## src/include/pk_consts.svh

```systemverilog
`ifndef PK_CONSTS_SVH
`define PK_CONSTS_SVH

// Public key layout
`define PK_K              8
`define PK_N              256

// Coefficient geometry
`define PK_T1_BITS        10
`define PK_SHIFT          13
`define PK_COEFF_BITS     24
`define PK_T1_PER_WORD    8
`define PK_COEFF_PER_WORD 4

// Address spaces
`define PK_SRC_ADDR_BITS  16
`define PK_MEM_ADDR_BITS  10
`define PK_SRC_WORDS      ((`PK_K * `PK_N) / `PK_T1_PER_WORD)
`define PK_MEM_WORDS      1024

`endif
```

## src/design/mldsa_types_pkg.sv

```systemverilog
`default_nettype none

`include "pk_consts.svh"

// ==============================
// ML-DSA coefficient and public key word types
// ==============================
package mldsa_types_pkg;

    // Coefficient after expansion, as stored in polynomial memory
    typedef logic [`PK_COEFF_BITS-1:0] coeff_t;

    // One packed t1 field as it arrives from the key
    typedef logic [`PK_T1_BITS-1:0] t1_coeff_t;

    // Eight packed t1 fields, field 0 in the low bits
    typedef logic [`PK_T1_PER_WORD*`PK_T1_BITS-1:0] t1_word_t;

    // Source memory address
    typedef logic [`PK_SRC_ADDR_BITS-1:0] src_addr_t;

endpackage

`default_nettype wire

```

## src/design/mem_bus_pkg.sv

```systemverilog
`default_nettype none

`include "pk_consts.svh"

// ==============================
// Polynomial memory bus types
// ==============================
package mem_bus_pkg;

    typedef logic [`PK_MEM_ADDR_BITS-1:0] mem_addr_t;

    // Four stored coefficients per word, coefficient 0 in the low bits
    typedef mldsa_types_pkg::coeff_t [`PK_COEFF_PER_WORD-1:0] mem_word_t;

    // Operation carried by a granted request
    typedef enum logic {
        MEM_READ  = 1'b0,
        MEM_WRITE = 1'b1
    } mem_op_t;

endpackage

`default_nettype wire

```

## src/design/t1_unpacker.sv

```systemverilog
`default_nettype none
`timescale 1ns/1ps

`include "pk_consts.svh"

module t1_unpacker (
    input  wire                         clk,
    input  wire                         reset_n,
    input  wire                         zeroize,
    input  wire                         start,
    input  wire mldsa_types_pkg::src_addr_t src_base,
    input  wire mem_bus_pkg::mem_addr_t     dest_base,
    input  wire mldsa_types_pkg::t1_word_t  src_rd_data,
    input  wire                         upk_ack,
    output mldsa_types_pkg::src_addr_t  src_rd_addr,
    output logic                        upk_req,
    output mem_bus_pkg::mem_addr_t      upk_addr,
    output mem_bus_pkg::mem_word_t      upk_wdata,
    output logic                        busy,
    output logic                        done
);
    import mldsa_types_pkg::*;
    import mem_bus_pkg::*;

    localparam int CNT_BITS = $clog2(`PK_SRC_WORDS);

    typedef enum logic [2:0] {
        ST_IDLE,
        ST_READ,
        ST_CAPTURE,
        ST_WR_LO,
        ST_WR_HI,
        ST_NEXT,
        ST_DONE
    } upk_state_t;

    upk_state_t                                state;
    src_addr_t                                 src_base_q;
    mem_addr_t                                 dest_base_q;
    logic [CNT_BITS-1:0]                       word_cnt;
    t1_word_t                                  src_word_q;
    logic                                      acked;
    logic                                      hi_sel;
    logic                                      last_word;
    logic [`PK_COEFF_PER_WORD*`PK_T1_BITS-1:0] half_word;

    // ==============================
    // Addressing and status
    // ==============================
    assign hi_sel    = (state == ST_WR_HI);
    assign last_word = (word_cnt == CNT_BITS'(`PK_SRC_WORDS - 1));

    assign busy = (state != ST_IDLE);
    assign done = (state == ST_DONE);

    assign src_rd_addr = src_base_q + src_addr_t'(word_cnt);

    // Word i lands at dest_base + 2i, its upper half one above
    assign upk_addr = dest_base_q + mem_addr_t'({word_cnt, hi_sel});

    // ==============================
    // Coefficient expansion
    // ==============================
    assign half_word = hi_sel ? src_word_q[`PK_T1_PER_WORD*`PK_T1_BITS-1 -: $bits(half_word)]
                              : src_word_q[$bits(half_word)-1:0];

    always_comb begin
        for (int j = 0; j < `PK_COEFF_PER_WORD; j++) begin
            // Widen first so the shift keeps the upper bits
            upk_wdata[j] = coeff_t'(t1_coeff_t'(half_word[j*`PK_T1_BITS +: `PK_T1_BITS]))
                           << `PK_SHIFT;
        end
    end

    // Captured source word, wiped on zeroize
    always_ff @(posedge clk) begin
        if (zeroize) begin
            src_word_q <= '0;
        end else if (state == ST_CAPTURE) begin
            src_word_q <= src_rd_data;
        end
    end

    // ==============================
    // Control FSM
    // ==============================
    always_ff @(posedge clk or negedge reset_n) begin
        if (!reset_n) begin
            state       <= ST_IDLE;
            src_base_q  <= '0;
            dest_base_q <= '0;
            word_cnt    <= '0;
            upk_req     <= 1'b0;
            acked       <= 1'b0;
        end else if (zeroize) begin
            state       <= ST_IDLE;
            src_base_q  <= '0;
            dest_base_q <= '0;
            word_cnt    <= '0;
            upk_req     <= 1'b0;
            acked       <= 1'b0;
        end else begin
            case (state)
                ST_IDLE: begin
                    if (start) begin
                        src_base_q  <= src_base;
                        dest_base_q <= dest_base;
                        word_cnt    <= '0;
                        state       <= ST_READ;
                    end
                end
                ST_READ: begin
                    state <= ST_CAPTURE;
                end
                ST_CAPTURE: begin
                    state <= ST_WR_LO;
                end
                ST_WR_LO, ST_WR_HI: begin
                    if (!acked) begin
                        // A stale ack from an aborted write must fall before a new req
                        if (!upk_req && !upk_ack) begin
                            upk_req <= 1'b1;
                        end else if (upk_req && upk_ack) begin
                            upk_req <= 1'b0;
                            acked   <= 1'b1;
                        end
                    end else if (!upk_ack) begin
                        acked <= 1'b0;
                        if (state == ST_WR_LO) begin
                            state <= ST_WR_HI;
                        end else if (last_word) begin
                            state <= ST_DONE;
                        end else begin
                            state <= ST_NEXT;
                        end
                    end
                end
                ST_NEXT: begin
                    word_cnt <= word_cnt + 1'b1;
                    state    <= ST_READ;
                end
                ST_DONE: begin
                    state <= ST_IDLE;
                end
                default: begin
                    state <= ST_IDLE;
                end
            endcase
        end
    end

    // ==============================
    // Assertions
    // ==============================
    a_wr_payload_stable: assert property (@(posedge clk) disable iff (!reset_n)
        upk_req && !upk_ack |=> !upk_req || ($stable(upk_addr) && $stable(upk_wdata)))
        else $error("write payload changed while request was open");

    a_no_start_when_busy: assert property (@(posedge clk) disable iff (!reset_n)
        busy |-> !start)
        else $error("start seen while unpacker busy");

endmodule

`default_nettype wire

```

## config.mk

```make
export PLATFORM = sky130hd
export DESIGN_NAME = t1_unpacker
export DESIGN_NICKNAME = d
export VERILOG_FILES = /design/src/design/mldsa_types_pkg.sv /design/src/design/mem_bus_pkg.sv /design/src/design/t1_unpacker.sv
export VERILOG_INCLUDE_DIRS = /design/src /design/src/include
export SDC_FILE = /design/constraint.sdc
export NUM_CORES = 1
export LEC_CHECK = 0
export ABC_AREA = 1
export BUFFER_PORTS_ARGS = -buffer_cell sky130_fd_sc_hd__buf_2
export CAP_MARGIN = 20
export CORE_MARGIN = 2
export CORE_UTILIZATION = 32
export DETAILED_ROUTE_END_ITERATION = 12
export GPL_ROUTABILITY_DRIVEN = 0
export SLEW_MARGIN = 10
export SYNTH_ARGS = -nofsm -noshare
export SYNTH_HDL_FRONTEND = slang
export SYNTH_SLANG_ARGS = --single-unit
```

## constraint.sdc

```tcl
create_clock -name clk -period 2.6 [get_ports clk]
set_clock_uncertainty 0.2 [all_clocks]
set_input_delay 0.26 -clock clk [delete_from_list [all_inputs] [get_ports clk]]
set_output_delay 0.26 -clock clk [all_outputs]
set_load 0.05 [all_outputs]
```

==> impl_metrics.toml <==
[outcome]
status = "complete, but fails checks"
violations = "setup timing"

[layout]
final_common_cell = "nand2_1"
final_cell_mix = "nand2_1 (168), buf_2 (157), o21ai_0 (123), dlygate4sd3_1 (109), nor2_1 (103)"
area_growth_pct = 48.9
fill_cells = 1899
final_layout_size_suffix_gt1_share_pct = 24.6
fin_nets = 1327
design_area_um2 = 9550
n_antenna_cell = 0

[timing]
hold_viol_final = 0
period_minus_slack_ns = 2.75
setup_viol = 4
setup_slack_ns = -0.153
max_slew_margin_pct = 35.8
fin_crit_sh_pct = 106
slew_violations = 0
fmax_mhz = 363
tightest_slew_ns = 0.963
rsz0062_at_grt = "yes"

[grt]
grt_pass1_wl_um = 31100
grt.total_usage_pct = 17.9
grt_overflow_total = 0
grt_antenna_before_repair = 0
first_global_vias = 6420
grt_max_degree = 121

[logic_synthesis]
synth_cell_types = 28
syn_area_um2 = 6410
postSynthCellCount = 904
yosys.area.top_type = "dfxtp_1"
synth.top_cell.area_share_pct = 25.0
yosysSeqAreaShare_pct = 40.2
synth-seq-cells = 119
syn_area_per_cell_um2 = 7.10
synthTopCellsByArea = "dfxtp_1 (25%), dfrtp_1 (15%), nand2_1 (11%)"
yosysWarnings = 0

[cts]
root_buffer = "clkbuf_16"
cts_made_buffers = 17
htreeDepth = 4
tritoncts = "built"
worstSkewPairLatency_ns = 0.42
cts_sinks = 119
clockBufferDepth = 2
clkTransAtPathRegs_ns = 0.06

[min_path]
hold_end = "src_base_q[6]"
whs_path_depth = 6
hp-class = "input port to flip-flop"
min_from = "start"

[power_and_ir_drop]
cellLeakagePower_uw = 0.00468
p_total_uw = 8930
peakVddDrop_uv = 672
p_per_area_nw_per_um2 = 935

[place]
place_ws_ns = 0.131
placed_cell_area_um2 = 7410
port_buffers = 179
place.detailed.hpwl_um = 12200

[routing]
dr_total_vias = 6690
viasPerCell = 4.54
routedWlPerCell_um = 13.3
drc = 0
dr.pass1.iters = 4
drt-initial-drc-count = 329
routed_wl_um = 19600
ant_nets = 0

[setup_path]
critical_path_class = "flip-flop to primary output"
critical_path.endpoint_type = "primary output"
reg2reg_depth = 10
critPathRequiredTime_ns = 2.14
worst_ep_arrival_time_ns = 2.29
rrSetupSlack_ns = 0.57
timing.rr.start = "state[1]"
critPathLaunchType = "flip-flop"
reg2reg_to = "state[0]"
path_max_fanout = 3

[flow_run]
cap_viol_max_count = 0

[floorplan]
die_w_um = 146
initial_core_util_pct = 32.7
dieArea_um2 = 21200
core_area_um2 = 19600
io_pins = 236
die_h_um = 146
num_rows = 51
layer usage:
metal / GRT usage, % / up-vias / routed length (um)
met2: 31.6 / 210 / 9960
met1: 21.0 / 3080 / 8000
met4: 5.49 / 0 / 351
li1: - / 3372 / -
met3: 5.42 / 28 / 1240
met5: 0 / - / 0
worst max-delay path by stage:
stage	startpoint	end	cells past startpoint
6_report	state[1]	upk_addr[6]	12
3_5_place_dp	word_cnt[0]	src_rd_addr[10]	9
5_1_grt	state[1]	upk_addr[6]	12
3_3_place_gp	state[1]	upk_addr[6]	11
4_1_cts	state[0]	upk_addr[6]	12
2_1_floorplan	state[0]	upk_addr[4]	9
logic make-up after synthesis:
logic type | count (synthesis) | share of synthesized area [%]
compound gates | 201 | 16.0
xor+xnor | 12 | 1.64
fa+ha+maj | 20 | 4.14
buf+inv | 194 | 15.1
flops | 119 | 40.2
other cells | 1 | 0.0585
simple gates | 357 | 23.0
stage by stage:
stage	instances	setup TNS (ns)	util [%]	hold slack [ns]
CTS	1465	-0.927	47.5	0.141
global route	1474	-1.25	48.8	0.170
finish	1474	-0.414	48.8	0.155
detailed placement	1318	0	37.8	0.238
global placement	1318	0	37.8	0.232
floorplan	959	-0.0125	-	-0.236
state kept, by name, summed over array words and instances, names as in the netlist:
register / cells
word_cnt: 8
acked: 1
upk_req: 1
src_word_q: 80
dest_base_q: 10
state: 3
src_base_q: 16
worst max-delay path, stage by stage (launching register included):
cell	delay, ns
dfrtp_1	0.38
nor2_2	0.14
nand2_2	0.07
inv_2	0.07
ha_4	0.13
inv_2	0.04
fa_2	0.36
o21ai_4	0.19
and2_4	0.17
nor2_1	0.03
nand2_1	0.06
nand2_2	0.07
buf_8	0.15
Yosys cell counts (all sizes together):
cell,count
nand2,181
o21ai,146
nor2,107
inv,95
dfxtp,80
buf,77
nand3,52
a21oi,48
dfrtp,39
clkbuf,22
ha,18
nand4,11
xor2,8
o21bai,4
xnor2,4
nor3,3
a21o,2
fa,2
or2,2
a21boi,1
and2,1
conb,1
layout make-up:
cell class	instances	area [um^2]	area share, %
clock buffers	21	482	5.04
clock inverters	11	108	1.13
inverters	95	359	3.76
multi-input cells	646	3340	34.9
flip-flops and latches	119	2580	27.1
well taps	265	332	3.47
repair buffers	317	2350	24.6
power breakdown:
part           internal (uW)  switching (uW)  total [uW]
Clock                   1440             926        2360
Combinational           1110            2820        3930
Sequential              2380             253        2640
Total                   4930            4000        8930
repair_timing:
item / CTS / global route
cloned: 0 / 0
setup buffers: 6 / 9
setup endpoints to repair: 23 / 33
gates resized for setup: 44 / 48
pin swaps: 17 / 12
endpoints found under the hold margin: 147 / 0
hold buffers: 109 / 0
Power figures use the tool's default switching activity.
