[config.mk]
export PLATFORM = sky130hd
export DESIGN_NAME = poly_host_reader
export DESIGN_NICKNAME = d
export VERILOG_FILES = /design/src/design/mldsa_types_pkg.sv /design/src/design/mem_bus_pkg.sv /design/src/design/poly_host_reader.sv
export VERILOG_INCLUDE_DIRS = /design/src /design/src/include
export SDC_FILE = /design/constraint.sdc
export NUM_CORES = 1
export LEC_CHECK = 0
export BUFFER_PORTS_ARGS = -buffer_cell sky130_fd_sc_hd__buf_4
export CORE_ASPECT_RATIO = 0.6
export CORE_MARGIN = 10
export CORE_UTILIZATION = 30
export CTS_CLUSTER_SIZE = 28
export DETAILED_ROUTE_END_ITERATION = 16
export GPL_ROUTABILITY_DRIVEN = 0
export PLACE_DENSITY = 0.68
export REMOVE_ABC_BUFFERS = 1
export SYNTH_ARGS = -nofsm -noshare
export SYNTH_HDL_FRONTEND = slang
export SYNTH_SLANG_ARGS = --single-unit
[constraint.sdc]
create_clock -name clk -period 2.3 [get_ports clk]
set_input_delay 0.46 -clock clk [delete_from_list [all_inputs] [get_ports clk]]
set_output_delay 0.46 -clock clk [all_outputs]
set_load 0.01 [all_outputs]
[src/include/pk_consts.svh]
`ifndef PK_CONSTS_SVH
`define PK_CONSTS_SVH

// Public key layout
`define PK_K              8
`define PK_N              256

// Coefficient geometry
`define PK_T1_BITS        10
`define PK_SHIFT          13
`define PK_COEFF_BITS     24
`define PK_T1_PER_WORD    8
`define PK_COEFF_PER_WORD 4

// Address spaces
`define PK_SRC_ADDR_BITS  16
`define PK_MEM_ADDR_BITS  10
`define PK_SRC_WORDS      ((`PK_K * `PK_N) / `PK_T1_PER_WORD)
`define PK_MEM_WORDS      1024

`endif
[src/design/mldsa_types_pkg.sv]
`default_nettype none

`include "pk_consts.svh"

// ==============================
// ML-DSA coefficient and public key word types
// ==============================
package mldsa_types_pkg;

    // Coefficient after expansion, as stored in polynomial memory
    typedef logic [`PK_COEFF_BITS-1:0] coeff_t;

    // One packed t1 field as it arrives from the key
    typedef logic [`PK_T1_BITS-1:0] t1_coeff_t;

    // Eight packed t1 fields, field 0 in the low bits
    typedef logic [`PK_T1_PER_WORD*`PK_T1_BITS-1:0] t1_word_t;

    // Source memory address
    typedef logic [`PK_SRC_ADDR_BITS-1:0] src_addr_t;

endpackage

`default_nettype wire

[src/design/mem_bus_pkg.sv]
`default_nettype none

`include "pk_consts.svh"

// ==============================
// Polynomial memory bus types
// ==============================
package mem_bus_pkg;

    typedef logic [`PK_MEM_ADDR_BITS-1:0] mem_addr_t;

    // Four stored coefficients per word, coefficient 0 in the low bits
    typedef mldsa_types_pkg::coeff_t [`PK_COEFF_PER_WORD-1:0] mem_word_t;

    // Operation carried by a granted request
    typedef enum logic {
        MEM_READ  = 1'b0,
        MEM_WRITE = 1'b1
    } mem_op_t;

endpackage

`default_nettype wire

[src/design/poly_host_reader.sv]
`default_nettype none
`timescale 1ns/1ps

module poly_host_reader (
    input  wire                     clk,
    input  wire                     reset_n,
    input  wire                     host_req,
    input  wire mem_bus_pkg::mem_addr_t host_addr,
    input  wire                     rd_ack,
    input  wire mem_bus_pkg::mem_word_t rd_data,
    output logic                    host_ack,
    output mem_bus_pkg::mem_word_t  host_data,
    output logic                    rd_req,
    output mem_bus_pkg::mem_addr_t  rd_addr
);

    typedef enum logic [1:0] {
        HR_IDLE,
        HR_WAIT,
        HR_LATCH,
        HR_HOLD
    } hr_state_t;

    hr_state_t state;

    // ==============================
    // Bridge FSM
    // ==============================
    always_ff @(posedge clk or negedge reset_n) begin
        if (!reset_n) begin
            state    <= HR_IDLE;
            rd_req   <= 1'b0;
            host_ack <= 1'b0;
        end else begin
            case (state)
                HR_IDLE: begin
                    // Previous arbiter ack must be gone first
                    if (host_req && !rd_ack) begin
                        rd_req <= 1'b1;
                        state  <= HR_WAIT;
                    end
                end
                HR_WAIT: begin
                    if (rd_ack) begin
                        rd_req <= 1'b0;
                        state  <= HR_LATCH;
                    end
                end
                HR_LATCH: begin
                    host_ack <= 1'b1;
                    state    <= HR_HOLD;
                end
                HR_HOLD: begin
                    if (!host_req) begin
                        host_ack <= 1'b0;
                        state    <= HR_IDLE;
                    end
                end
                default: begin
                    state <= HR_IDLE;
                end
            endcase
        end
    end

    // Address and returned word
    always_ff @(posedge clk) begin
        if (state == HR_IDLE && host_req) begin
            rd_addr <= host_addr;
        end
        if (state == HR_WAIT && rd_ack) begin
            host_data <= rd_data;
        end
    end

endmodule

`default_nettype wire

==> impl_metrics.py, run 1 <==
metrics = {
    "outcome": {
        "status": "complete, no violations",
    },
    "sta": {
        "max_freq_mhz": 599,
        "maxSlewViolCount": 0,
        "worst_pin_slew_ns": 0.487,
        "rsz0062_at_grt": "false",
        "tns_ns": 0,
        "finalCritPeriodShare": 0.726,
        "finClkSkew_ns": 0.00652,
        "finalHoldViolations": 0,
        "period_minus_slack_ns": 1.67,
        "relSlewSlack": 0.675,
        "finalSetupViolCount": 0,
    },
    "cells_and_area": {
        "final_common_cell": "buf_4",
        "drive_gt1_frac": 0.646,
        "fillers": 967,
        "layout_common_cells": "buf_4, edfxtp_1, clkbuf_16",
        "num-nets-final": 478,
        "area_growth_syn_to_layout_pct": 62.1,
        "final_cell_area_um2": 5620,
        "antenna_cells": 0,
        "instances_no_fill": 527,
    },
    "clock_network": {
        "cts_root_buffer": "clkbuf_16",
        "clockBufferDepth": 2,
        "tritoncts": "built",
        "insertion_delay_ns": 0.34,
        "cts.sink_count": 110,
        "cts_resized": 0,
        "postCtsHoldBufs": 1,
        "clkTransAtPathRegs_ns": 0.07,
        "numCtsBuffers": 9,
        "post_cts_buffers": 0,
        "cts-htree-levels": 3,
    },
    "setup_path": {
        "max_stage_delay_ns": 0.46,
        "crit_type": "register to register",
        "critPathBufInv": 1,
        "crit_path_start_kind": "register",
        "cp_slowest_cell": "and2_1",
        "critPathLaunch": "state[0]$_DFFE_PN0P_",
        "reg2regPathDepth": 5,
        "worstReg2RegStart": "state[0]$_DFFE_PN0P_",
        "crit_family": "simple AND/OR/NAND/NOR gates",
        "crit_required_ns": 2.54,
        "arrival_ns": 1.91,
        "critPathCaptureType": "register",
        "crit_fanout": 11,
        "cp_cell_sequence": "inv_1 > ha_1 > and2_1 > a21oi_1 > o21ai_0",
        "path_depth": 5,
    },
    "yosys": {
        "avgSynthCellArea_um2": 26.3,
        "ys_ff_latch": 110,
        "synth_cells": 132,
        "synth_seq_area_share": 0.947,
        "yosys_warnings": 0,
        "ys_types": 14,
        "synth_area_um2": 3470,
    },
    "global_route": {
        "grt_overflow": 0,
        "grt_max_degree": 50,
        "antenna_found_initial": 0,
        "grt.total_usage": 0.116,
        "grt_pass1_vias": 2398,
        "grt_pass1_wl_um": 14500,
    },
    "floorplanning": {
        "die_w_um": 159,
        "rows": 30,
        "ioPinCount": 218,
        "initial_utilization": 0.307,
        "core_um2": 11300,
        "die-area_um2": 16400,
        "die_h_um": 103,
    },
    "power_and_ir_drop": {
        "vdd_drop_max_mv": 0.456,
        "power.density_nw_per_um2": 949,
        "leakage_nw": 2.32,
    },
    "placement": {
        "portBuffers": 217,
        "dpl_cell_area_um2": 5340,
        "dp_cells": 511,
    },
    "routing": {
        "route.met2.wl_um": 4480,
        "top_layer": "met4",
        "drc": 0,
        "wl_met3_um": 1400,
        "dr.pass1.iters": 4,
        "drtIter0Drc": 103,
        "wl_per_cell_um": 18.7,
        "wirelength_um": 9840,
        "vias": 2139,
        "post_drt_via_cell_ratio": 4.06,
        "ant_nets": 0,
        "wl_met1_um": 3870,
    },
    "hold_path": {
        "hold_path_depth": 1,
        "holdCritStartpoint": "rd_data[87]",
        "hold_class": "input port to register",
    },
    "run": {
        "cap_violations": 0,
    },
}
-- state kept, by name, summed over array words and instances, names as in the netlist --
| register | cells |
|---|---|
| rd_addr | 10 |
| state | 2 |
| rd_req | 1 |
| host_ack | 1 |
| host_data | 96 |
-- area by class of cell --
type	count	area, µm²	area share
inverter	3	11.3	0.00200
sequential	110	3280	0.585
multi-input combinational	19	173	0.0307
timing repair buffer	220	1680	0.299
clock inverter	6	45.0	0.00802
clock buffer	9	225	0.0401
tap	160	200	0.0356
-- report_power, final --
group / internal (W) / switching (W)
sequential: 0.00262 / 0.000108
combinational: 0.000593 / 0.000594
clock: 0.000738 / 0.000678
-- logic make-up (layout without fill, tap and decap cells) --
logic type,Yosys count,after routing,synth area share
AO/OA/AOI/OAI,5,5,0.0134
adder cells (fa/ha/maj),5,5,0.0181
buffers and inverters,3,238,0.00325
flip-flops,110,110,0.947
multiplexers,2,2,0.00722
AND/OR/NAND/NOR,7,7,0.0108
-- cells in the mapped netlist, drive strengths merged --
cell,instances,area share
edfxtp,106,0.92
a21oi,1,0.0014
mux2i,1,0.0029
nor2,2,0.0022
dfrtp,4,0.029
ha,5,0.018
mux2,1,0.0043
o21ai,3,0.0043
nand2,1,0.0011
a221oi,1,0.0076
inv,3,0.0032
nand2b,1,0.0018
and2,3,0.0058
-- per-layer routing --
metal | up-vias | global-route usage
li1 | 979 | -
met3 | 9 | 0.0822
met1 | 1008 | 0.129
met2 | 143 | 0.177
met5 | - | 0
met4 | 0 | 0.0322
-- worst reg2reg max path, cell delays in order, from the launching register on --
cell and delay [ns]:
dfrtp_1 0.40, inv_1 0.14, ha_1 0.25, and2_1 0.46, a21oi_1 0.14, o21ai_0 0.20
-- worst paths after layout --
kind	end	slack, ns
min	host_data[87]$_DFFE_PP_	0.29
max in group asynchronous	rd_req$_DFFE_PN0P_	1.74
max reg2reg	rd_req$_DFFE_PN0P_	0.63
max	rd_req$_DFFE_PN0P_	0.63
min reg2reg	host_ack$_DFFE_PN0P_	0.53
min in group asynchronous	host_ack$_DFFE_PN0P_	0.46
-- per-stage QoR --
| step | util | setup WS [ns] | hold slack (ns) | power, W |
|---|---|---|---|---|
| final | 0.497 | 0.631 | 0.293 | 0.00533 |
| after floorplan | - | -0.0594 | 0.164 | 0.00324 |
| after global placement | 0.472 | 0.759 | 0.263 | 0.00395 |
| after detailed placement | 0.472 | 0.611 | 0.264 | 0.00399 |
| after CTS | 0.497 | 0.595 | 0.275 | 0.00543 |
| after global routing | 0.497 | 0.458 | 0.271 | 0.00560 |
Note: power is estimated with default switching activity, not from simulation.
==> run 2: changes to the inputs <==
Settings changed: ABC_AREA set to 1, PLACE_DENSITY 0.68 to 0.66.
Clock period 2.3 ns to 1.7 ns, I/O delays scaled along.
==> impl_metrics.py, run 2 <==
metrics = {
    "floorplanning": {
        "rows": 30,
        "die-area_um2": 16400,
        "die_w_um": 159,
        "initial_utilization": 0.307,
        "core_um2": 11300,
        "die_h_um": 103,
        "ioPinCount": 218,
    },
    "routing": {
        "wirelength_um": 9570,
        "vias": 2165,
        "drc": 0,
        "wl_per_cell_um": 17.8,
        "dr.pass1.iters": 4,
        "ant_nets": 0,
        "drtIter0Drc": 97,
        "post_drt_via_cell_ratio": 4.02,
    },
    "sta": {
        "fin_ws_ns": 0.190,
        "relSlewSlack": 0.752,
        "finClkSkew_ns": 0.00314,
        "worst_pin_slew_ns": 0.371,
        "period_minus_slack_ns": 1.51,
        "finalCritPeriodShare": 0.888,
        "maxSlewViolCount": 0,
        "finalHoldViolations": 0,
        "tns_ns": 0,
        "hold_slack_ns": 0.177,
        "max_freq_mhz": 662,
        "finalSetupViolCount": 0,
        "rsz0062_at_grt": "false",
    },
    "clock_network": {
        "insertion_delay_ns": 0.33,
        "clockBufferDepth": 2,
        "post_cts_buffers": 0,
        "cts-htree-levels": 3,
        "cts_root_buffer": "clkbuf_16",
        "clkTransAtPathRegs_ns": 0.07,
        "tritoncts": "built",
        "cts_resized": 0,
        "cts.sink_count": 110,
        "postCtsHoldBufs": 1,
        "numCtsBuffers": 9,
    },
    "global_route": {
        "grt_overflow": 0,
        "grt_pass1_wl_um": 13900,
        "grt.total_usage": 0.113,
        "grt_pass1_vias": 2367,
        "grt_max_degree": 44,
        "antenna_found_initial": 0,
    },
    "placement": {
        "place_ws_ns": 0.190,
        "dp_hpwl_um": 7720,
        "portBuffers": 217,
    },
    "power_and_ir_drop": {
        "vdd_drop_max_mv": 0.542,
        "leakage_nw": 2.35,
        "power.density_nw_per_um2": 1280,
    },
    "cells_and_area": {
        "fillers": 947,
        "num-nets-final": 489,
        "reg_top3": "host_data x96, rd_addr x10, state x2",
        "area_growth_syn_to_layout_pct": 62.8,
        "antenna_cells": 0,
        "regMostFlops": "host_data",
        "layout_common_cells": "buf_4, edfxtp_1, nand2_1",
        "largest_reg_flops": 96,
        "drive_gt1_frac": 0.628,
        "final_common_cell": "buf_4",
    },
    "yosys": {
        "synthArstFlopShare": 0.0364,
        "yosys-top-cells-area": "edfxtp_1, dfrtp_1, ha_1, nand2_1, inv_1",
        "yosysMostFrequentCell": "edfxtp_1",
        "synth_common_cells": "edfxtp_1, nand2_1, inv_1, ha_1, dfrtp_1",
        "synth-adder-area-share": 0.0181,
        "yosys_warnings": 0,
        "synth_seq_area_share": 0.947,
        "yosysTopAreaCellShare": 0.918,
        "synth_cells": 142,
        "synth_edf_count": 106,
        "ys_types": 10,
        "synth_compound_area_frac": 0.00433,
        "synth_flop_cell": "edfxtp_1",
        "synth_area_um2": 3470,
        "synth_xor_area_frac": 0,
        "synth.area.mux_share": 0,
        "yosysTopAreaCell": "edfxtp_1",
        "ys_ff_latch": 110,
        "avgSynthCellArea_um2": 24.4,
        "synthSimpleGateAreaFrac": 0.0217,
        "synth_top_family_by_area": "simple AND/OR/NAND/NOR gates",
    },
    "run": {
        "cap_violations": 0,
    },
    "hold_path": {
        "hold_class": "input port to register",
    },
    "setup_path": {
        "crit_required_ns": 1.73,
        "arrival_ns": 1.54,
        "crit_type": "register to register",
        "crit_path_start_kind": "register",
        "crit_fanout": 43,
        "critPathCaptureType": "register",
    },
    "outcome": {
        "status": "complete, no violations",
    },
}
run 2: cell types whose count changed after synthesis, moves of 2 or more:
| cell | change |
|---|---|
| nand2_1 | +10 |
| inv_1 | +5 |
| and2_1 | -2 |
| nand4_1 | +2 |
| nor2_1 | -2 |
run 2: per-stage QoR:
step | power, W | util | instances | instance area [µm²]
after floorplan | 0.00441 | - | 142 | 3470
after global placement | 0.00540 | 0.474 | 522 | 5360
after detailed placement | 0.00544 | 0.474 | 522 | 5360
after CTS | 0.00737 | 0.499 | 539 | 5640
after global routing | 0.00765 | 0.499 | 539 | 5640
final | 0.00723 | 0.499 | 539 | 5640
run 2: final cells by class:
cell class | instances | area [µm²] | share of cell area
flip-flops and latches | 110 | 3280 | 0.582
clock inverters | 7 | 48.8 | 0.00865
well taps | 160 | 200 | 0.0355
inverters | 8 | 32.5 | 0.00577
multi-input cells | 24 | 153 | 0.0271
repair buffers | 221 | 1700 | 0.301
clock buffers | 9 | 225 | 0.0399
run 2: worst paths after layout:
path                            slack, ns  cells after the start            startpoint                 endpoint
min in group asynchronous            0.38                      2               reset_n     host_ack$_DFFE_PN0P_
worst min-delay path                 0.18                      1           rd_data[77]  host_data[77]$_DFFE_PP_
worst max register to register       0.19                      5  state[1]$_DFFE_PN0P_   host_data[6]$_DFFE_PP_
worst min register to register       0.53                      2  host_ack$_DFFE_PN0P_     host_ack$_DFFE_PN0P_
worst max-delay path                 0.19                      5  state[1]$_DFFE_PN0P_   host_data[6]$_DFFE_PP_
max in group asynchronous            1.21                      2               reset_n     state[0]$_DFFE_PN0P_
run 2: cells by family after synthesis:
group	count (synthesis)
compound gates	3
fa+ha+maj	5
buf+inv	8
flops	110
simple gates	16
run 2: worst max-delay path, cell delays in order (launching register included):
cell     delay (ns)
dfrtp_1        0.42
inv_1          0.11
ha_1           0.16
nand2_1        0.11
inv_4          0.13
buf_12         0.23
run 2: report_power, final:
part	internal [W]	switching, W	total (W)	leakage (nW)
clock	0.000999	0.000901	0.00190	0.138
combinational	0.000784	0.000842	0.00163	1.19
sequential	0.00356	0.000148	0.00371	1.02
total	0.00534	0.00189	0.00723	2.35
run 2: layer usage:
metal / track usage / vias up / share of wire
li1: - / 1007 / -
met1: 0.123 / 1016 / 0.38
met2: 0.167 / 135 / 0.46
met3: 0.0862 / 7 / 0.15
met4: 0.0365 / 0 / 0.0084
met5: 0 / - / 0
