**src/include/pk_consts.svh**
```systemverilog
`ifndef PK_CONSTS_SVH
`define PK_CONSTS_SVH

// Public key layout
`define PK_K              8
`define PK_N              256

// Coefficient geometry
`define PK_T1_BITS        10
`define PK_SHIFT          13
`define PK_COEFF_BITS     24
`define PK_T1_PER_WORD    8
`define PK_COEFF_PER_WORD 4

// Address spaces
`define PK_SRC_ADDR_BITS  16
`define PK_MEM_ADDR_BITS  10
`define PK_SRC_WORDS      ((`PK_K * `PK_N) / `PK_T1_PER_WORD)
`define PK_MEM_WORDS      1024

`endif
```
**src/design/mldsa_types_pkg.sv**
```systemverilog
`default_nettype none

`include "pk_consts.svh"

// ==============================
// ML-DSA coefficient and public key word types
// ==============================
package mldsa_types_pkg;

    // Coefficient after expansion, as stored in polynomial memory
    typedef logic [`PK_COEFF_BITS-1:0] coeff_t;

    // One packed t1 field as it arrives from the key
    typedef logic [`PK_T1_BITS-1:0] t1_coeff_t;

    // Eight packed t1 fields, field 0 in the low bits
    typedef logic [`PK_T1_PER_WORD*`PK_T1_BITS-1:0] t1_word_t;

    // Source memory address
    typedef logic [`PK_SRC_ADDR_BITS-1:0] src_addr_t;

endpackage

`default_nettype wire

```
**src/design/mem_bus_pkg.sv**
```systemverilog
`default_nettype none

`include "pk_consts.svh"

// ==============================
// Polynomial memory bus types
// ==============================
package mem_bus_pkg;

    typedef logic [`PK_MEM_ADDR_BITS-1:0] mem_addr_t;

    // Four stored coefficients per word, coefficient 0 in the low bits
    typedef mldsa_types_pkg::coeff_t [`PK_COEFF_PER_WORD-1:0] mem_word_t;

    // Operation carried by a granted request
    typedef enum logic {
        MEM_READ  = 1'b0,
        MEM_WRITE = 1'b1
    } mem_op_t;

endpackage

`default_nettype wire

```
**src/design/poly_mem_arbiter.sv**
```systemverilog
`default_nettype none
`timescale 1ns/1ps

module poly_mem_arbiter (
    input  wire                     clk,
    input  wire                     reset_n,
    input  wire                     upk_req,
    input  wire mem_bus_pkg::mem_addr_t upk_addr,
    input  wire mem_bus_pkg::mem_word_t upk_wdata,
    input  wire                     rd_req,
    input  wire mem_bus_pkg::mem_addr_t rd_addr,
    input  wire mem_bus_pkg::mem_word_t mem_rdata,
    output logic                    upk_ack,
    output logic                    rd_ack,
    output mem_bus_pkg::mem_word_t  rd_data,
    output logic                    mem_en,
    output logic                    mem_we,
    output mem_bus_pkg::mem_addr_t  mem_addr,
    output mem_bus_pkg::mem_word_t  mem_wdata
);
    import mem_bus_pkg::*;

    typedef enum logic [1:0] {
        ARB_IDLE,
        ARB_ACCESS,
        ARB_CAPTURE,
        ARB_ACK
    } arb_state_t;

    arb_state_t state;
    mem_op_t    op_q;
    logic       last_rd;
    logic       pick_rd;
    logic       grant_now;
    logic       gnt_rd;
    logic       gnt_req;

    // Round robin, reader wins a tie unless it was served last
    assign pick_rd   = rd_req && (!upk_req || !last_rd);
    assign grant_now = (state == ARB_IDLE) && (upk_req || rd_req);

    assign gnt_rd  = (op_q == MEM_READ);
    assign gnt_req = gnt_rd ? rd_req : upk_req;

    assign mem_en = (state == ARB_ACCESS);
    assign mem_we = mem_en && (op_q == MEM_WRITE);

    // ==============================
    // Grant and handshake FSM
    // ==============================
    always_ff @(posedge clk or negedge reset_n) begin
        if (!reset_n) begin
            state   <= ARB_IDLE;
            op_q    <= MEM_READ;
            last_rd <= 1'b0;
            upk_ack <= 1'b0;
            rd_ack  <= 1'b0;
        end else begin
            case (state)
                ARB_IDLE: begin
                    if (grant_now) begin
                        op_q    <= pick_rd ? MEM_READ : MEM_WRITE;
                        last_rd <= pick_rd;
                        state   <= ARB_ACCESS;
                    end
                end
                ARB_ACCESS: begin
                    state <= ARB_CAPTURE;
                end
                ARB_CAPTURE: begin
                    // Requester gone (zeroize), write is done so skip the ack
                    if (gnt_req) begin
                        upk_ack <= !gnt_rd;
                        rd_ack  <= gnt_rd;
                        state   <= ARB_ACK;
                    end else begin
                        state <= ARB_IDLE;
                    end
                end
                ARB_ACK: begin
                    if (!gnt_req) begin
                        upk_ack <= 1'b0;
                        rd_ack  <= 1'b0;
                        state   <= ARB_IDLE;
                    end
                end
                default: begin
                    state <= ARB_IDLE;
                end
            endcase
        end
    end

    // Request payload held for the whole grant
    always_ff @(posedge clk) begin
        if (grant_now) begin
            mem_addr  <= pick_rd ? rd_addr : upk_addr;
            mem_wdata <= upk_wdata;
        end
        if (state == ARB_CAPTURE && gnt_rd) begin
            rd_data <= mem_rdata;
        end
    end

    // ==============================
    // Assertions
    // ==============================
    a_one_ack: assert property (@(posedge clk) disable iff (!reset_n)
        !(upk_ack && rd_ack))
        else $error("both acks high");

    a_upk_ack_has_req: assert property (@(posedge clk) disable iff (!reset_n)
        $rose(upk_ack) |-> $past(upk_req))
        else $error("upk_ack rose without upk_req");

    a_rd_ack_has_req: assert property (@(posedge clk) disable iff (!reset_n)
        $rose(rd_ack) |-> $past(rd_req))
        else $error("rd_ack rose without rd_req");

endmodule

`default_nettype wire

```
**config.mk**
```make
export PLATFORM = sky130hd
export DESIGN_NAME = poly_mem_arbiter
export DESIGN_NICKNAME = d
export VERILOG_FILES = /design/src/design/mldsa_types_pkg.sv /design/src/design/mem_bus_pkg.sv /design/src/design/poly_mem_arbiter.sv
export VERILOG_INCLUDE_DIRS = /design/src /design/src/include
export SDC_FILE = /design/constraint.sdc
export NUM_CORES = 1
export LEC_CHECK = 0
export ABC_CLOCK_PERIOD_IN_PS = 12650
export BUFFER_PORTS_ARGS = -buffer_cell sky130_fd_sc_hd__buf_2
export CAP_MARGIN = 20
export CORE_AREA = 2 2 163 165
export CTS_CLUSTER_SIZE = 40
export DETAILED_ROUTE_END_ITERATION = 7
export DIE_AREA = 0 0 165 167
export HOLD_SLACK_MARGIN = 0.02
export PLACE_DENSITY_LB_ADDON = 0.05
export REMOVE_ABC_BUFFERS = 1
export SLEW_MARGIN = 20
export SYNTH_ARGS = -nofsm -noshare
export SYNTH_HDL_FRONTEND = slang
export SYNTH_SLANG_ARGS = --single-unit
```
**constraint.sdc**
```tcl
create_clock -name clk -period 12.65 [get_ports clk]
set_input_delay 2.53 -clock clk [delete_from_list [all_inputs] [get_ports clk]]
set_output_delay 2.53 -clock clk [all_outputs]
set_load 0.01 [all_outputs]
```
==> metrics.txt, run 1 <==
initial antenna violation count=5; worst min-delay path category=reg2reg; kind of critical path=reg2out; CP required=around 10 ns; Reg-to-Reg End=rd_data[12]; Pint=between 0.001 and 0.0015 W; CP endpoint=mem_we; commonest cells in the netlist=edfxtp_1 (202), mux2_4 (9), dfrtp_1 (6); Hold WS=approximately 0.55 ns; Tmin final=around 4.2 ns; PD cells=roughly 210 nW/µm²; Avg WL per Cell=between 15 and 20 µm; # hold bufs at CTS=0; Slowest-stage cell, CP=dfrtp_1; Starting Density=25.5%; DPL Wire Length=between 10000 and 15000 µm; initial DRC count=slightly below 200; Skew-Pair Late Insertion Delay=about 0.51 ns; average cell area after synthesis=26.4 µm²; LEAKAGE=~4 nW; Final Hold Vio Count=0; final setup vio count=0; asr flop ratio synth=under 10%; met1 wire length=approximately 6000 µm; maximum net fanout on the critical path=10; vias in the first global route=around 4500; CTS tree=yes; final slew viol count=0; CTS Root Cell=clkbuf_16; post-synthesis cell area=~6600 µm²; r2r worst-path depth=3; Crit. End Element=output pin; IO Pins=between 400 and 500; Worst Setup SP=state[0]; register-to-register setup slack=10.40 ns; Routed WL=~18000 µm; final worst slack=8.43 ns; First-pass DRT Iterations=6; pre-CTS setup slack=8.47 ns; Die ar.=approximately 28000 µm²; Net Sw Power=around 0.00059 W; grt ovf=0; slowest stage delay, CP=0.51 ns; count leader, synth=edfxtp_1; placed insts=1005; max_cap viols=0; clk sinks=208; first-pass GRT wire length=between 20000 and 30000 µm; die width=between 150 and 200 µm; TNS Setup=0 ns; Vias/cell=~4; Yosys cell types=23; power share of the clock group=29.8%; Final Cycle Share=approximately 33%; via count=around 4200; Synth Flop Type=edfxtp_1; VDD IR max=around 0.11 mV; fin cells=about 1000; met3 WL=2610 µm; Slew headroom=between 30% and 40%; RD Place Congestion=between 0.7 and 0.8; clock-pin slew on the worst setup and hold paths=roughly 0.06 ns; Post-Route Skew=just over 0.008 ns; sequential power share=~50%; # rows=between 50 and 60; nets=slightly above 900; fmax=around 240 MHz; die height=about 170 µm; Gate Count Post-Synth=approximately 250; H-tree depth=1; post-CTS sizing=0; Antenna Nets Post-Route=0; met2 WL=9350 µm; RSZ-0062 raised after global routing=false; share of post-route cells with drive strength above 1=approximately 66%; area taken by multi-input logic gates=~330 µm²; # fillers=2511; number of flops mapped to enable cells by yosys=roughly 200; synth warn=0; TritonCTS buffer count=24; crit start category=register; worst hold stages=1; # DRC=0; Switching Share=28.2%; port buffer count=421; core area=approximately 26000 µm²; Seq/Total Area, Yosys=between 90% and 100%; Combinational Power Share=20.6%; FF+latch area=~6200 µm²; max layer used=met5; crit-path cells=nor2b_1, and2_1, buf_2; post-synth top area share=approximately 92%; #FFs+latches synth=around 210; largest net degree at the start of global routing=75; all-layer global routing usage=12.7%; Synth area leaders=edfxtp_1 (92%), dfrtp_1 (2.3%), mux2_4 (2.1%); Post-CTS Setup Bufs=0; deepest clock path buffer count=3; Crit Reg-Reg Startpoint=state[1]; Synth-to-Final Area Change=49.4%; largest area contributor in the netlist=edfxtp_1; Slew @ Worst Pin=approximately 0.95 ns; status=completed; CP arrival=roughly 1.7 ns
## cell usage in the layout (no fill, tap or decap), drive strengths merged
cell type / n
nand2: 2
buf: 425
and2: 1
clkbuf: 26
o211ai: 1
bufinv: 1
dfrtp: 6
a22o: 1
diode: 2
a21oi: 5
edfxtp: 202
nor2b: 1
a31oi: 2
o21ai: 4
nor3: 1
nand2b: 1
and3: 1
a311oi: 1
mux2: 10
a21boi: 1
a2bb2oi: 1
nor2: 2
clkinv: 13
nand3b: 1
nor3b: 1
## worst min-delay path by stage
| stage | endpoint | slack (ns) | from |
|---|---|---|---|
| 2_1_floorplan | last_rd | 0.52 | last_rd |
| 3_3_place_gp | last_rd | 0.54 | last_rd |
| 3_5_place_dp | last_rd | 0.54 | last_rd |
| 4_1_cts | last_rd | 0.55 | last_rd |
| 5_1_grt | last_rd | 0.59 | last_rd |
| 6_report | last_rd | 0.55 | last_rd |
## cell type report
| cell class | count | area share, % |
|---|---|---|
| multi-input combinational | 37 | 3.33 |
| clock buffer | 26 | 6.20 |
| antenna | 2 | 0.0510 |
| clock inverter | 14 | 0.995 |
| sequential | 208 | 63.4 |
| timing repair buffer | 425 | 21.8 |
| tap | 335 | 4.27 |
## state kept, by name, summed over array words and instances (netlist names)
name and flops:
mem_wdata 96, last_rd 1, state 2, rd_ack 1
mem_addr 10, upk_ack 1, op_q 1, rd_data 96
## power by group through the flow
stage          Clock [W]  Combinational, W  Sequential [W]
5_1_grt         0.000680          0.000470         0.00106
2_1_floorplan          0          0.000108         0.00118
4_1_cts         0.000648          0.000445         0.00104
3_5_place_dp           0          0.000444         0.00105
3_3_place_gp           0          0.000443         0.00105
6_report        0.000621          0.000430         0.00103
## layer usage
layer	GRT usage (%)	vias up
li1	-	1908
met1	12.2	1932
met2	22.9	289
met3	6.90	33
met4	4.27	6
met5	0	-
## cells by family (layout without fill, tap and decap cells)
logic type,after synthesis,count (layout),share of synthesized area (%)
flops,208,208,94.6
compound gates,16,16,1.68
simple gates,11,11,0.915
mux,10,10,2.23
buf+inv,4,465,0.533
other cells,0,2,0
## critical path: cells and delay by family (launching register included)
kind | cells | cell delay [ns]
AND/OR/NAND/NOR | 2 | 0.54
flip-flops | 1 | 0.51
buffers and inverters | 1 | 0.13
## per-stage QoR
step                util [%]  total power, W  cell area [µm²]
global placement        35.3         0.00149             9100
CTS                     38.1         0.00213             9800
detailed placement      35.3         0.00149             9100
global route            38.1         0.00221             9810
floorplan                  -         0.00129             6530
finish                  38.1         0.00209             9810
(Power assumes the default switching activity.)
==> run 2, diff against run 1 <==
--- a/config.mk
+++ b/config.mk
@@ -6,7 +6,8 @@
 export SDC_FILE = /design/constraint.sdc
 export NUM_CORES = 1
 export LEC_CHECK = 0
-export ABC_CLOCK_PERIOD_IN_PS = 12650
+export ABC_AREA = 1
+export ABC_CLOCK_PERIOD_IN_PS = 4000
 export BUFFER_PORTS_ARGS = -buffer_cell sky130_fd_sc_hd__buf_2
 export CAP_MARGIN = 20
 export CORE_AREA = 2 2 163 165
==> constraint.sdc (replaced) <==
create_clock -name clk -period 4 [get_ports clk]
set_input_delay 0.8 -clock clk [delete_from_list [all_inputs] [get_ports clk]]
set_output_delay 0.8 -clock clk [all_outputs]
set_load 0.01 [all_outputs]
==> run 2 against run 1 <==
Effect of this change:
- via count grew 0.38%
- global-route usage grew 0.27 points
- cell count grew 3.1%
- cell area grew 0.36%
- sequential share of layout area shrank 0.23 points
- clock skew is essentially flat
- critical path type unchanged
- largest cell class unchanged
==> metrics.txt, run 2 <==
initial antenna violation count=8; Combinational Power Share=between 10% and 20%; kind of critical path=reg2out; all-layer global routing usage=between 10% and 20%; average cell area after synthesis=23.8 µm²; maximum net fanout on the critical path=5; Synth Flop Type=edfxtp_1; max_cap viols=0; Crit. End Element=output pin; initial DRC count=210; RD Place Congestion=between 0.7 and 0.8; H-tree depth=1; post-synth top area share=roughly 93%; die height=roughly 170 µm; Antenna Nets Post-Route=0; TNS Setup=0 ns; Synth-to-Final Area Change=50.6%; # DRC=0; share of post-route cells with drive strength above 1=a little under two thirds; power share of the clock group=a little under a third; clk sinks=208; core area=approximately 26000 µm²; RSZ-0062 raised after global routing=false; Tmin final=~2.2 ns; count leader, synth=edfxtp_1; commonest cells in the netlist=edfxtp_1 (202), nand2_1 (42), dfrtp_1 (6); most frequent cells in the layout=buf_2 (421), edfxtp_1 (202), nand2_1 (42), clkbuf_16 (25), clkinv_1 (7); port buffer count=around 420; nets=around 940; # fillers=2532; final slew viol count=0; status=completed; Gate Count Post-Synth=about 280; First-pass DRT Iterations=6; Final Cycle Share=between 50% and 60%; Switching Share=around 28%; Vias/cell=~3.9; CP required=between 3 and 4 ns; LEAKAGE=between 4 and 5 nW; Synth area leaders=edfxtp_1 (93%), nand2_1 (2.4%), dfrtp_1 (2.3%); first-pass GRT wire length=26600 µm; via count=about 4200; final setup vio count=0; Pint=0.00476 W; placed insts=just over 1000; Post-Route Skew=0.00781 ns; largest area contributor in the netlist=edfxtp_1; post-CTS sizing=0; biggest regs=mem_wdata x96, rd_data x96, mem_addr x10; crit start category=register; final instance area=slightly below 10000 µm²; most common cell after layout, fill and taps aside=buf_2; largest net degree at the start of global routing=90; clock-pin slew on the worst setup and hold paths=0.06 ns; sequential power share=around half; post-synthesis cell area=6540 µm²; Die ar.=about 28000 µm²; area taken by multi-input logic gates=~270 µm²; Slew @ Worst Pin=between 0.7 and 0.8 ns; CP arrival=about 1.4 ns; grt ovf=0; Cell Area, Placed=between 9000 and 10000 µm²; Routed WL=19100 µm; IO Pins=422; fmax=roughly 450 MHz; PD cells=669 nW/µm²; worst min-delay path category=in2async; vias in the first global route=approximately 4400; FF+latch area=approximately 6200 µm²; Yosys cell types=18; Seq/Total Area, Yosys=between 90% and 100%; CTS Root Cell=clkbuf_16; fin cells=about 1100; # rows=59; asr flop ratio synth=under 10%; Starting Density=about 25%; CTS tree=yes; Post-CTS Setup Bufs=0; Avg WL per Cell=17.7 µm; Slew headroom=49.9%; #FFs+latches synth=~210; # hold bufs at CTS=0; synth warn=0; Net Sw Power=about 0.0018 W; DPL Wire Length=14800 µm; Skew-Pair Late Insertion Delay=around 0.5 ns; VDD IR max=0.320 mV; deepest clock path buffer count=3; number of flops mapped to enable cells by yosys=202; register-to-register setup slack=1.88 ns; die width=approximately 170 µm; TritonCTS buffer count=24; Final Hold Vio Count=0
## run 2: cell types whose count changed after synthesis, sizes merged, moves of 4 or more
cell,delta
mux2,-10
nand2,+43
a21oi,-5
inv,+7
nand3,+4
## run 2: final timing paths
check / start / end / depth (start not counted)
setup / recovery: state[0] / mem_we / 3
hold / removal: reset_n / rd_ack / 1
setup reg to reg: state[1] / mem_wdata[40] / 4
hold reg to reg: rd_ack / rd_ack / 2
max in group asynchronous: reset_n / last_rd / 1
min in group clk: upk_wdata[50] / mem_wdata[50] / 1
## run 2: worst max-delay path: stages, from the launching register on
cell	delay, ns
dfrtp_1	0.48
inv_2	0.10
nor3_1	0.18
buf_2	0.16
## run 2: power groups by stage
| stage | registers, W | logic, W | clock network (W) |
|---|---|---|---|
| 2_1_floorplan | 0.00355 | 0.000326 | 0 |
| 5_1_grt | 0.00326 | 0.00143 | 0.00225 |
| 6_report | 0.00320 | 0.00130 | 0.00209 |
| 3_5_place_dp | 0.00325 | 0.00135 | 0 |
| 4_1_cts | 0.00321 | 0.00135 | 0.00217 |
| 3_3_place_gp | 0.00324 | 0.00134 | 0 |
## run 2: cell families (layout without fill, tap and decap cells)
group                  Yosys count  after routing  share of synthesized area, %
buffers and inverters           10            473                         0.861
AO/OA/AOI/OAI                    3              3                         0.325
other                            0              6                             0
flip-flops                     208            208                          95.1
AND/OR/NAND/NOR                 54             54                          3.71
## run 2: per-layer routing
| layer | vias to the layer above | GRT usage, % | share of wire, % |
|---|---|---|---|
| met3 | 40 | 6.85 | 14 |
| met2 | 276 | 23.2 | 50 |
| met1 | 1903 | 12.5 | 32 |
| li1 | 1961 | - | - |
| met4 | 4 | 4.73 | 3.2 |
| met5 | - | 0 | 0.14 |
## run 2: per-stage QoR
stage | util (%) | total power, W | setup slack [ns] | hold WS (ns)
after global placement | 35.2 | 0.00459 | 1.57 | 0.454
after global routing | 38.2 | 0.00694 | 1.67 | 0.100
after detailed placement | 35.2 | 0.00460 | 1.54 | 0.464
after CTS | 38.2 | 0.00673 | 1.73 | 0.0846
final | 38.2 | 0.00659 | 1.78 | 0.108
after floorplan | - | 0.00387 | -0.735 | 0.462
## run 2: final cells by class
cell class                 instances  area share, %
inverter                           7          0.292
tap                              335           4.26
antenna                            6          0.153
sequential                       208           63.1
clock inverter                    14           1.18
timing repair buffer             424           21.8
multi-input combinational         57           2.75
clock buffer                      28           6.47
